--- config.mk ---
export PLATFORM = sky130hd
export DESIGN_NAME = vlane_satlanes
export DESIGN_NICKNAME = d
export VERILOG_FILES = /design/src/logic/vlane_pkg.sv /design/src/logic/vlane_alu.sv /design/src/logic/vlane_lane.sv /design/src/logic/vlane_satlanes.sv /design/src/logic/vlane_saturatesize.sv
export SDC_FILE = /design/constraint.sdc
export NUM_CORES = 2
export LEC_CHECK = 0
export BUFFER_PORTS_ARGS = -buffer_cell sky130_fd_sc_hd__buf_2
export CORE_MARGIN = 2
export CORE_UTILIZATION = 45
export DETAILED_ROUTE_END_ITERATION = 8
export PLACE_DENSITY = 0.68
export SLEW_MARGIN = 0
export SYNTH_ARGS = -nofsm -noshare
export SYNTH_HDL_FRONTEND = slang
export SYNTH_HIERARCHICAL = 1
export SYNTH_SLANG_ARGS = --single-unit
export TNS_END_PERCENT = 30
--- constraint.sdc ---
create_clock -name clk -period 2.5 [get_ports clk]
set_input_delay 0.25 -clock clk [delete_from_list [all_inputs] [get_ports clk]]
set_output_delay 0.25 -clock clk [all_outputs]
set_load 0.1 [all_outputs]
--- src/logic/vlane_pkg.sv ---
/* Shared types for the vector lane slice. Saturate encodings assume 32-bit elements,
   so ELEM_W must stay 32. Opcodes outside the nine legal sat codes behave as unsigned.
*/
package vlane_pkg;

  // element and issue geometry
  localparam int ELEM_W    = 32;                 // one word per element
  localparam int NUM_LANES = 4;                  // lanes per issue
  localparam int SAT_OP_W  = 4;                  // saturate opcode width
  localparam int ALU_OP_W  = 2;                  // alu opcode width

  // clamp limits, sign-extended to the full element
  localparam logic [ELEM_W-1:0] S8_MAX  = 32'h0000_007f;  // +127
  localparam logic [ELEM_W-1:0] S8_MIN  = 32'hffff_ff80;  // -128
  localparam logic [ELEM_W-1:0] U8_MAX  = 32'h0000_00ff;  // 255
  localparam logic [ELEM_W-1:0] S16_MAX = 32'h0000_7fff;  // +32767
  localparam logic [ELEM_W-1:0] S16_MIN = 32'hffff_8000;  // -32768
  localparam logic [ELEM_W-1:0] U16_MAX = 32'h0000_ffff;  // 65535
  localparam logic [ELEM_W-1:0] ZERO_W  = '0;             // floor for signed to unsigned

  // size field of the saturate opcode, bits 1:0
  localparam logic [1:0] SZ_WORD = 2'b00;
  localparam logic [1:0] SZ_BYTE = 2'b01;
  localparam logic [1:0] SZ_HALF = 2'b10;

  // saturate opcode
  // bit 3 output signed, bit 2 input signed, bits 1:0 size
  typedef enum logic [SAT_OP_W-1:0] {
    SAT_U_W  = 4'b0000,   // pass through
    SAT_U_B  = 4'b0001,
    SAT_U_H  = 4'b0010,
    SAT_SU_W = 4'b0100,   // negative to zero
    SAT_SU_B = 4'b0101,
    SAT_SU_H = 4'b0110,
    SAT_S_W  = 4'b1100,   // pass through
    SAT_S_B  = 4'b1101,
    SAT_S_H  = 4'b1110
  } sat_op_e;

  // element alu opcode, all ops wrap mod 2^32
  typedef enum logic [ALU_OP_W-1:0] {
    ALU_PASS = 2'b00,     // a
    ALU_ADD  = 2'b01,     // a + b
    ALU_SUB  = 2'b10,     // a - b
    ALU_RSUB = 2'b11      // b - a
  } alu_op_e;

  // operands of one lane element
  typedef struct packed {
    logic [ELEM_W-1:0] a;                        // also the masked-off return value
    logic [ELEM_W-1:0] b;
  } lane_req_t;

  // per-issue control, common to all lanes
  typedef struct packed {
    alu_op_e               alu_op;
    sat_op_e               sat_op;
    logic [NUM_LANES-1:0]  mask;                 // 1 = lane enabled
  } vec_req_t;

  // stage 1 to stage 2 register contents of one lane
  typedef struct packed {
    logic [ELEM_W-1:0] result;                   // wrapped alu result
    sat_op_e           sat_op;                   // carried for the clamp
    logic              mask;                     // lane enable
    logic [ELEM_W-1:0] a;                        // original operand a
  } lane_stage_t;

endpackage

--- src/logic/vlane_alu.sv ---
/* First lane stage. Registers the wrapped alu result with its saturate op, mask bit
   and operand a. Loads only on valid and holds otherwise. No overflow reporting.
*/
`timescale 1ns/1ps

module vlane_alu (
  input  logic                   clk,
  input  logic                   rst_n,
  input  logic                   valid,     // issue strobe for this element
  input  vlane_pkg::alu_op_e     alu_op,
  input  vlane_pkg::sat_op_e     sat_op,
  input  logic                   mask,      // lane enable bit
  input  vlane_pkg::lane_req_t   elem,
  output vlane_pkg::lane_stage_t stage
);

  import vlane_pkg::*;

  logic [ELEM_W-1:0] sum_ab;                // a + b
  logic [ELEM_W-1:0] diff_ab;               // a - b
  logic [ELEM_W-1:0] diff_ba;               // b - a
  logic [ELEM_W-1:0] result;                // selected, not yet registered
  lane_stage_t       stage_d;               // next stage contents

  // all three candidates in parallel, carries dropped
  assign sum_ab  = elem.a + elem.b;
  assign diff_ab = elem.a - elem.b;
  assign diff_ba = elem.b - elem.a;

  always_comb begin
    case (alu_op)
      ALU_ADD:  result = sum_ab;
      ALU_SUB:  result = diff_ab;
      ALU_RSUB: result = diff_ba;
      default:  result = elem.a;            // ALU_PASS
    endcase
  end

  // pack everything stage 2 needs
  always_comb begin
    stage_d        = '0;
    stage_d.result = result;
    stage_d.sat_op = sat_op;
    stage_d.mask   = mask;
    stage_d.a      = elem.a;                // kept for masked-off lanes
  end

  always_ff @(posedge clk or negedge rst_n) begin
    if (!rst_n) begin
      stage <= '0;
    end else if (valid) begin
      stage <= stage_d;                     // hold between strobes
    end
  end

endmodule

--- src/logic/vlane_lane.sv ---
/* One vector lane. Alu stage, then clamp and mask merge into the output register.
   Two cycles from valid to out_word. stage_valid must be valid delayed by one cycle.
*/
`timescale 1ns/1ps

module vlane_lane (
  input  logic                         clk,
  input  logic                         rst_n,
  input  logic                         valid,        // issue strobe
  input  logic                         stage_valid,  // valid delayed one cycle
  input  vlane_pkg::alu_op_e           alu_op,
  input  vlane_pkg::sat_op_e           sat_op,
  input  logic                         mask,
  input  vlane_pkg::lane_req_t         elem,
  output logic [vlane_pkg::ELEM_W-1:0] out_word
);

  import vlane_pkg::*;

  lane_stage_t       stage;                 // stage 1 register
  logic [ELEM_W-1:0] sat_word;              // clamped alu result
  logic [ELEM_W-1:0] merged;                // after mask select

  vlane_alu i_vlane_alu (
    .clk    (clk),
    .rst_n  (rst_n),
    .valid  (valid),
    .alu_op (alu_op),
    .sat_op (sat_op),
    .mask   (mask),
    .elem   (elem),
    .stage  (stage)
  );

  vlane_saturatesize i_vlane_saturatesize (
    .in_word  (stage.result),
    .op       (stage.sat_op),
    .out_word (sat_word)
  );

  assign merged = stage.mask ? sat_word : stage.a;  // disabled lane returns a

  always_ff @(posedge clk or negedge rst_n) begin
    if (!rst_n) begin
      out_word <= '0;
    end else if (stage_valid) begin
      out_word <= merged;
    end
  end

  // issuer must only send the nine defined clamp codes
  a_legal_sat_op: assert property (@(posedge clk) disable iff (!rst_n)
    valid |-> sat_op inside {SAT_U_W, SAT_U_B, SAT_U_H,
                             SAT_S_W, SAT_S_B, SAT_S_H,
                             SAT_SU_W, SAT_SU_B, SAT_SU_H});

endmodule

--- src/logic/vlane_satlanes.sv ---
/* Top of the lane slice. One strobe issues one element to each of NUM_LANES lanes.
   Results come exactly two cycles later. No ready and no back-pressure.
*/
`timescale 1ns/1ps

module vlane_satlanes (
  input  logic                         clk,
  input  logic                         rst_n,
  input  logic                         in_valid,     // one-cycle issue strobe
  input  vlane_pkg::vec_req_t          in_ctrl,      // shared ops and lane mask
  input  vlane_pkg::lane_req_t         in_elem  [vlane_pkg::NUM_LANES],
  output logic                         out_valid,
  output logic [vlane_pkg::ELEM_W-1:0] out_elem [vlane_pkg::NUM_LANES]
);

  import vlane_pkg::*;

  logic stage_valid;                        // in_valid delayed one cycle

  // two-flop valid pipeline, matches the lane depth
  always_ff @(posedge clk or negedge rst_n) begin
    if (!rst_n) begin
      stage_valid <= 1'b0;
      out_valid   <= 1'b0;
    end else begin
      stage_valid <= in_valid;
      out_valid   <= stage_valid;
    end
  end

  // same ops to every lane, one mask bit each
  for (genvar i = 0; i < NUM_LANES; i++) begin : g_lane
    vlane_lane i_vlane_lane (
      .clk         (clk),
      .rst_n       (rst_n),
      .valid       (in_valid),
      .stage_valid (stage_valid),
      .alu_op      (in_ctrl.alu_op),
      .sat_op      (in_ctrl.sat_op),
      .mask        (in_ctrl.mask[i]),
      .elem        (in_elem[i]),
      .out_word    (out_elem[i])
    );
  end

  // fixed latency, every strobe shows up two edges later
  a_fixed_latency: assert property (@(posedge clk) disable iff (!rst_n)
    $past(rst_n, 2) |-> out_valid == $past(in_valid, 2));

endmodule

--- src/logic/vlane_saturatesize.sv ---
/* Combinational clamp of a 32-bit value to signed or unsigned byte, half or word.
   Only valid for 32-bit input. Word size passes through except SAT_SU_W.
*/
`timescale 1ns/1ps

module vlane_saturatesize (
  input  logic [vlane_pkg::ELEM_W-1:0] in_word,
  input  vlane_pkg::sat_op_e           op,
  output logic [vlane_pkg::ELEM_W-1:0] out_word
);

  import vlane_pkg::*;

  logic [SAT_OP_W-1:0] op_bits;
  logic                out_signed;          // op bit 3
  logic                in_signed;           // op bit 2
  logic [1:0]          size;                // op bits 1:0
  logic                neg;                 // sign bit of a signed read
  logic                s8_hi;               // positive, above +127
  logic                s8_lo;               // negative, below -128
  logic                u8_over;             // unsigned, above 255
  logic                su8_over;            // positive, above 255
  logic                s16_hi;
  logic                s16_lo;
  logic                u16_over;
  logic                su16_over;

  assign op_bits    = op;
  assign out_signed = op_bits[3];
  assign in_signed  = op_bits[2];
  assign size       = op_bits[1:0];

  assign neg = in_word[ELEM_W-1];

  // byte range checks, upper bits must all match the sign
  assign s8_hi    = ~neg & (|in_word[ELEM_W-2:7]);
  assign s8_lo    = neg & ~(&in_word[ELEM_W-2:7]);
  assign u8_over  = |in_word[ELEM_W-1:8];
  assign su8_over = |in_word[ELEM_W-2:8];   // only looked at when not negative

  // half range checks
  assign s16_hi    = ~neg & (|in_word[ELEM_W-2:15]);
  assign s16_lo    = neg & ~(&in_word[ELEM_W-2:15]);
  assign u16_over  = |in_word[ELEM_W-1:16];
  assign su16_over = |in_word[ELEM_W-2:16];

  always_comb begin
    out_word = in_word;                     // in range or word pass
    case (size)
      SZ_BYTE: begin
        case ({in_signed, out_signed})
          2'b11:   out_word = s8_hi ? S8_MAX : (s8_lo ? S8_MIN : in_word);
          2'b10:   out_word = neg ? ZERO_W : (su8_over ? U8_MAX : in_word);
          default: out_word = u8_over ? U8_MAX : in_word;
        endcase
      end
      SZ_HALF: begin
        case ({in_signed, out_signed})
          2'b11:   out_word = s16_hi ? S16_MAX : (s16_lo ? S16_MIN : in_word);
          2'b10:   out_word = neg ? ZERO_W : (su16_over ? U16_MAX : in_word);
          default: out_word = u16_over ? U16_MAX : in_word;
        endcase
      end
      default: begin
        // word, only signed to unsigned changes anything
        if (in_signed && !out_signed && neg) begin
          out_word = ZERO_W;
        end
      end
    endcase
  end

endmodule

## After elaboration in Yosys (flattened, before gate mapping)

Index checks and enable logic that the tools add are counted.

| storage, ports and cells | value |
|---|---|
| flip-flop bits (word level) | 394 |
| input port bits | 269 |
| output and inout bits | 129 |
| word-level logic and storage cells | 168 |

| operators by class | value |
|---|---|
| $add $sub $neg | 12 |
| equal/unequal tests | 7 |
| multiplexer cells | 64 |
| bitwise logic cells | 28 |
| reductions and logical operators | 38 |

Operator list:

| kind | count |
|---|---|
| 32-bit 2-to-1 mux | 32 |
| 32-bit one-hot mux with 2 select lines | 12 |
| 31-bit 2-to-1 mux | 16 |
| 32-bit one-hot mux with 3 select lines | 4 |
| 32-bit subtractor | 8 |
| 24-bit OR reduction | 8 |
| 32-bit adder | 4 |
| 16-bit OR reduction | 8 |
| 24-bit AND reduction | 4 |
| 23-bit OR reduction | 4 |
| 16-bit AND reduction | 4 |
| 15-bit OR reduction | 4 |
| 1-bit bitwise AND | 16 |
| 1-bit NOT | 12 |
| 2-bit == test (second input constant) | 5 |
| 1-bit logical AND | 5 |
| 2-bit by 1-bit == test with 1-bit output (second input constant) | 2 |
| 1-bit zero test | 1 |

## Logic depth before layout (Yosys ltp)

| depth | value |
|---|---|
| depth in word-level cells | 8 |
| gate-level depth with buffers | 23 |
| depth with buffers taken out | 21 |

## By module

Netlist, hierarchy kept.

Modules (own cells, without submodules):

| module | instances | cells an instance | area each (µm²) | seq. area each (µm²) |
|---|---|---|---|---|
| vlane_alu (g_lane[2].i_vlane_lane.i_vlane_alu) | 1 | 864 | 7099.3 | 1726.7 |
| vlane_alu (g_lane[3].i_vlane_lane.i_vlane_alu) | 1 | 831 | 6972.9 | 1726.7 |
| vlane_alu (g_lane[0].i_vlane_lane.i_vlane_alu) | 1 | 855 | 6935.4 | 1726.7 |
| vlane_alu (g_lane[1].i_vlane_lane.i_vlane_alu) | 1 | 812 | 6845.3 | 1726.7 |
| vlane_lane | 4 | 139 | 1506.4 | 800.8 |
| vlane_saturatesize | 4 | 168 | 1027.2 | 0.0 |
| vlane_satlanes | 1 | 2 | 50.0 | 50.0 |

## Worst setup path before layout

OpenSTA, ideal clock, no wires.

| path | value |
|---|---|
| path kind | input to register |
| start | input port in_elem[238] (netlist name) |
| end | register, netlist name g_lane[0].i_vlane_lane/i_vlane_alu/stage[68] |
| setup time | 0.120 ns |
| arrival time | 4.372 ns |
| data required time | 2.380 ns |
| slack | -1.992 ns |
| cell stages on the path | 21 |
| path buffers | 1 |
| cell sequence | or4_4 -> nor4_4 -> nand2b_2 -> nor3_1 -> nand2b_1 -> nor3_1 -> inv_1 -> o21ai_0 -> xor2_1 -> ha_1 -> clkbuf_1 -> a21oi_1 -> o21ai_1 -> a221oi_1 -> inv_1 -> o31a_1 -> o21ai_1 -> a21boi_0 -> a41o_1 -> or4_1 -> a31o_1 |

| between the ends | value |
|---|---|
| cells in the longest elaborated chain, start to end | 2 |
| elaborated cells between the ends (all ways) | 4 |
| those cells by class | add/sub (3); mux (1) |

RTL lines:

| what | line | source |
|---|---|---|
| start, declared | vlane_satlanes.sv:11 | `input vlane_pkg::lane_req_t in_elem [vlane_pkg::NUM_LANES],` |
| 32-bit subtractor, or another cell as far along | vlane_alu.sv:28 | `assign diff_ba = elem.b - elem.a;` |
| 32-bit one-hot mux with 3 select lines * | vlane_alu.sv:31 | `case (alu_op)` |

Every way passes the cells marked *; elsewhere a longest branch is shown, timed or not.
A chain may end at the register's enable or synchronous reset.

## Final worst setup path

| path | value |
|---|---|
| start | input port in_elem[238] (netlist name) |
| end | register, netlist name g_lane[0].i_vlane_lane/i_vlane_alu/stage[68] |

| between the ends | value |
|---|---|
| cells in the longest elaborated chain, start to end | 2 |
| elaborated cells between the ends (all ways) | 4 |
| those cells by class | add/sub (3); mux (1) |

RTL lines:

| what | line |
|---|---|
| 32-bit subtractor, or another cell as far along | vlane_alu.sv:28 |
| 32-bit one-hot mux with 3 select lines * | vlane_alu.sv:31 |

Marked as above.

==> impl_metrics.env <==
export IMPL_status="finished, violations left"
export IMPL_violations="setup timing"
export IMPL_path_max_fanout=4
export IMPL_dieArea_mm2=0.08687
export IMPL_timing_final_crit_share_pct=157.2
export IMPL_critPathLaunch="in_elem[238]"
export IMPL_hold_start="in_elem[167]"
export IMPL_track_usage_pct=30.42
export IMPL_drc_errors=0
export IMPL_relSlewSlack_pct=39.38
export IMPL_worst_endpoint_arrival_ns=4.40
export IMPL_reg2reg_from="g_lane[0].i_vlane_lane/i_vlane_alu/stage[66]$_DFFE_PN0P_"
export IMPL_initial_core_util_pct=45.45
export IMPL_h_tree_depth=2
export IMPL_synth_cell_type_count=112
export IMPL_cts_made_buffers=47
export IMPL_vias_per_cell=5.662
export IMPL_synth_seq_cells=406
export IMPL_cellPowerDensity_mw_per_mm2=621.4
export IMPL_slew_violations=0
export IMPL_clk_pin_slew_ns=0.06
export IMPL_finalSetupViolCount=82
export IMPL_async_flop_share_pct=100.0
export IMPL_p_total_w=0.03320
export IMPL_start_kind="input port"
export IMPL_synthesis_area_mm2=0.03804
export IMPL_path_cells="buf_6, or4_4, nor4_4, nand2b_4, nor3_4, nand2b_1, nor3_2, inv_1, o21ai_2, xor2_1, ha_1, a21oi_2, o21ai_2, a221oi_2, inv_1, o31a_1, o21ai_2, a21boi_2, a41o_1, or4_1, a31o_1"
export IMPL_rsz0062_at_grt="true"
export IMPL_required_ns=2.97
export IMPL_nNetsFinal=6522
export IMPL_io_pins=398
export IMPL_antenna_found_initial=7
export IMPL_die_h_um=294.7
export IMPL_portBuffers=397
export IMPL_yosysWarnings=6
export IMPL_num_vias=40539
export IMPL_syn_inst=4592
export IMPL_area_growth_pct=40.47
export IMPL_finalHoldViolCount=0
export IMPL_worst_path_buf_inv=3
export IMPL_numClockSinks=406
export IMPL_cts_tree="built"
export IMPL_holdCritPathClass="in -> reg"
export IMPL_grt_pass1_wl_mm=211.9
export IMPL_grt_max_degree=95
export IMPL_coreArea_mm2=0.08369
export IMPL_ys_flop_type="dfrtp_1"
export IMPL_ant_nets=0
export IMPL_synth_top_area_cell="dfrtp_1"
export IMPL_num_rows=106
export IMPL_yosysSeqAreaShare_pct=26.71
export IMPL_grt_pass1_vias=39255
export IMPL_skew_ns=0.01925
export IMPL_endpoint_kind="flip-flop"
export IMPL_fmax_ghz=0.2544
export IMPL_clk_latency_ns=0.60
export IMPL_avgSynthCellArea_um2=8.283
export IMPL_slowest_delay_ns=0.55
export IMPL_crit_top_cell="o21ai_2"
export IMPL_tns_ns=-42.70
export IMPL_gr_total_overflow=0
export IMPL_synth_area_leaders="dfrtp_1 27%, ha_1 8.6%, a21oi_1 7.4%"
export IMPL_timing_final_ws_setup_ns=-1.431
export IMPL_layout_drive_gt1_share_pct=37.21
export IMPL_drt_total_wl_mm=137.2
export IMPL_ctsLongestPathBuffers=3
export IMPL_detail_route_iter0_violations=2865
export IMPL_hold_slack_ns=0.04266
export IMPL_crit_family="simple AND/OR/NAND/NOR gates"
export IMPL_irDropWorstVdd_mv=0.6761
export IMPL_synth_top_area_share_pct=26.71
export IMPL_globalplace_congestion=0.9614
export IMPL_path_class="in -> reg"
export IMPL_cts_root_buf="clkbuf_16"
export IMPL_fp_dieW_um=294.7
export IMPL_drt_first_pass_iters=5
export IMPL_post_drt_wl_per_cell_um=19.17
export IMPL_cp_slowest_cell="or4_4"
export IMPL_dp_slack_ns=-2.098
export IMPL_worst_pin_slew_ns=0.9093
export IMPL_hpwl_mm=106.8
export IMPL_leakage_nw=25.72
export IMPL_synthesis_nets=5129
export IMPL_cap_viol_max_count=0
export IMPL_fin_crit_ns=3.931
export IMPL_synth_edf_count=0
## worst min-delay path, stage by stage
cell and delay (ns):
buf_6 0.08, buf_4 0.13, mux2_2 0.14
## synth_stat cells (all sizes together), types with 15 or more instances
library cell,n
a211o,15
a211oi,52
a21boi,25
a21o,181
a21oi,571
a22oi,16
a31oi,58
and2,20
and3,26
buf,70
clkbuf,146
dfrtp,406
ha,260
inv,260
mux2,176
mux2i,183
nand2,260
nand2b,61
nand3,77
nand4,54
nor2,474
nor2b,46
nor3,95
nor4,38
o211a,15
o211ai,30
o21a,34
o21ai,280
o21bai,31
o22ai,21
o31ai,52
o41ai,15
or3,26
or4,17
xnor2,180
xor2,125
## cell families (layout without fill, tap and decap cells)
family	count (synthesis)	in the layout	share of synthesized area, %
other	0	3	0
xor gates and xnor gates	305	305	7.043
adders and majority gates	268	268	8.973
AOI/OAI and AO/OA	1530	1530	25.65
buffers and inverters	477	1908	5.539
DFF	406	406	26.71
muxes	359	359	10.03
and+or+nand+nor	1247	1247	16.06
## metrics by stage
stage               instance area [µm²]  std cells  util [%]
global route                      53430       7159     63.84
global placement                  48700       6960     58.19
CTS                               51920       7120     62.04
detailed placement                48700       6960     58.19
finish                            53430       7160     63.85
floorplan                         38310       4592         -
## routing by layer
metal	vias to the layer above	GRT usage [%]	routed length, µm
met2	1239	48.84	62510
met5	-	0	37
li1	19540	-	-
met3	246	3.393	7935
met4	6	8.810	4188
met1	19508	42.97	62560
## timing repair
action / 4_1_cts / 5_1_grt
gates resized for setup: 240 / 251
endpoints found under the setup margin: 90 / 136
pin swaps: 137 / 174
endpoints found under the hold margin: 107 / 0
buffers inserted: 60 / 56
hold buffers: 15 / 0
## power by group
| part | internal [W] | total (W) | leakage [nW] | switching, W |
|---|---|---|---|---|
| Sequential | 0.00765 | 0.00870 | 4.69 | 0.00105 |
| Combinational | 0.00688 | 0.0172 | 20.2 | 0.0104 |
| Clock | 0.00432 | 0.00726 | 0.785 | 0.00294 |
## layout make-up
cell class | instances | area [µm²]
inverter | 261 | 979.7
antenna | 3 | 7.507
multi-input combinational | 3709 | 27970
timing repair buffer | 1560 | 11250
fill | 7072 | 30260
tap | 1134 | 1419
clock buffer | 65 | 1355
clock inverter | 22 | 272.8
sequential | 406 | 10170
## state kept, by name (all words and copies together), names as in the netlist
signal and cells:
g_lane.i_vlane_lane/i_vlane_alu/stage 276, out_valid 1, g_lane.i_vlane_lane/out_word 128, stage_valid 1
## cell usage in the layout, fill, tap and decap left out, types with 56 or more instances in the layout
master and instances:
buf_4 1087, a21oi_1 496, nor2_1 451, dfrtp_1 399, buf_2 380, ha_1 248, inv_1 244, nand2_1 238
o21ai_0 204, mux2i_1 182, a21o_1 176, mux2_2 172, xnor2_1 157, xor2_1 114, nor3_1 75, a21oi_2 68
nand3_1 68, buf_6 57, nand2b_1 56
## path summary, 6_finish.rpt
check / slack (ns) / cells past startpoint / endpoint
max reg2reg: 0.02 / 9 / g_lane[0].i_vlane_lane/out_word[1]$_DFFE_PN0P_
min: 0.04 / 3 / g_lane[1].i_vlane_lane/i_vlane_alu/stage[7]$_DFFE_PN0P_
min in group asynchronous: 0.20 / 2 / g_lane[1].i_vlane_lane/i_vlane_alu/stage[67]$_DFFE_PN0P_
min reg2reg: 0.50 / 1 / g_lane[2].i_vlane_lane/i_vlane_alu/stage[26]$_DFFE_PN0P_
max: -1.43 / 21 / g_lane[0].i_vlane_lane/i_vlane_alu/stage[68]$_DFFE_PN0P_
max in group asynchronous: 1.43 / 3 / g_lane[3].i_vlane_lane/out_word[10]$_DFFE_PN0P_
Power figures use the tool's default switching activity.
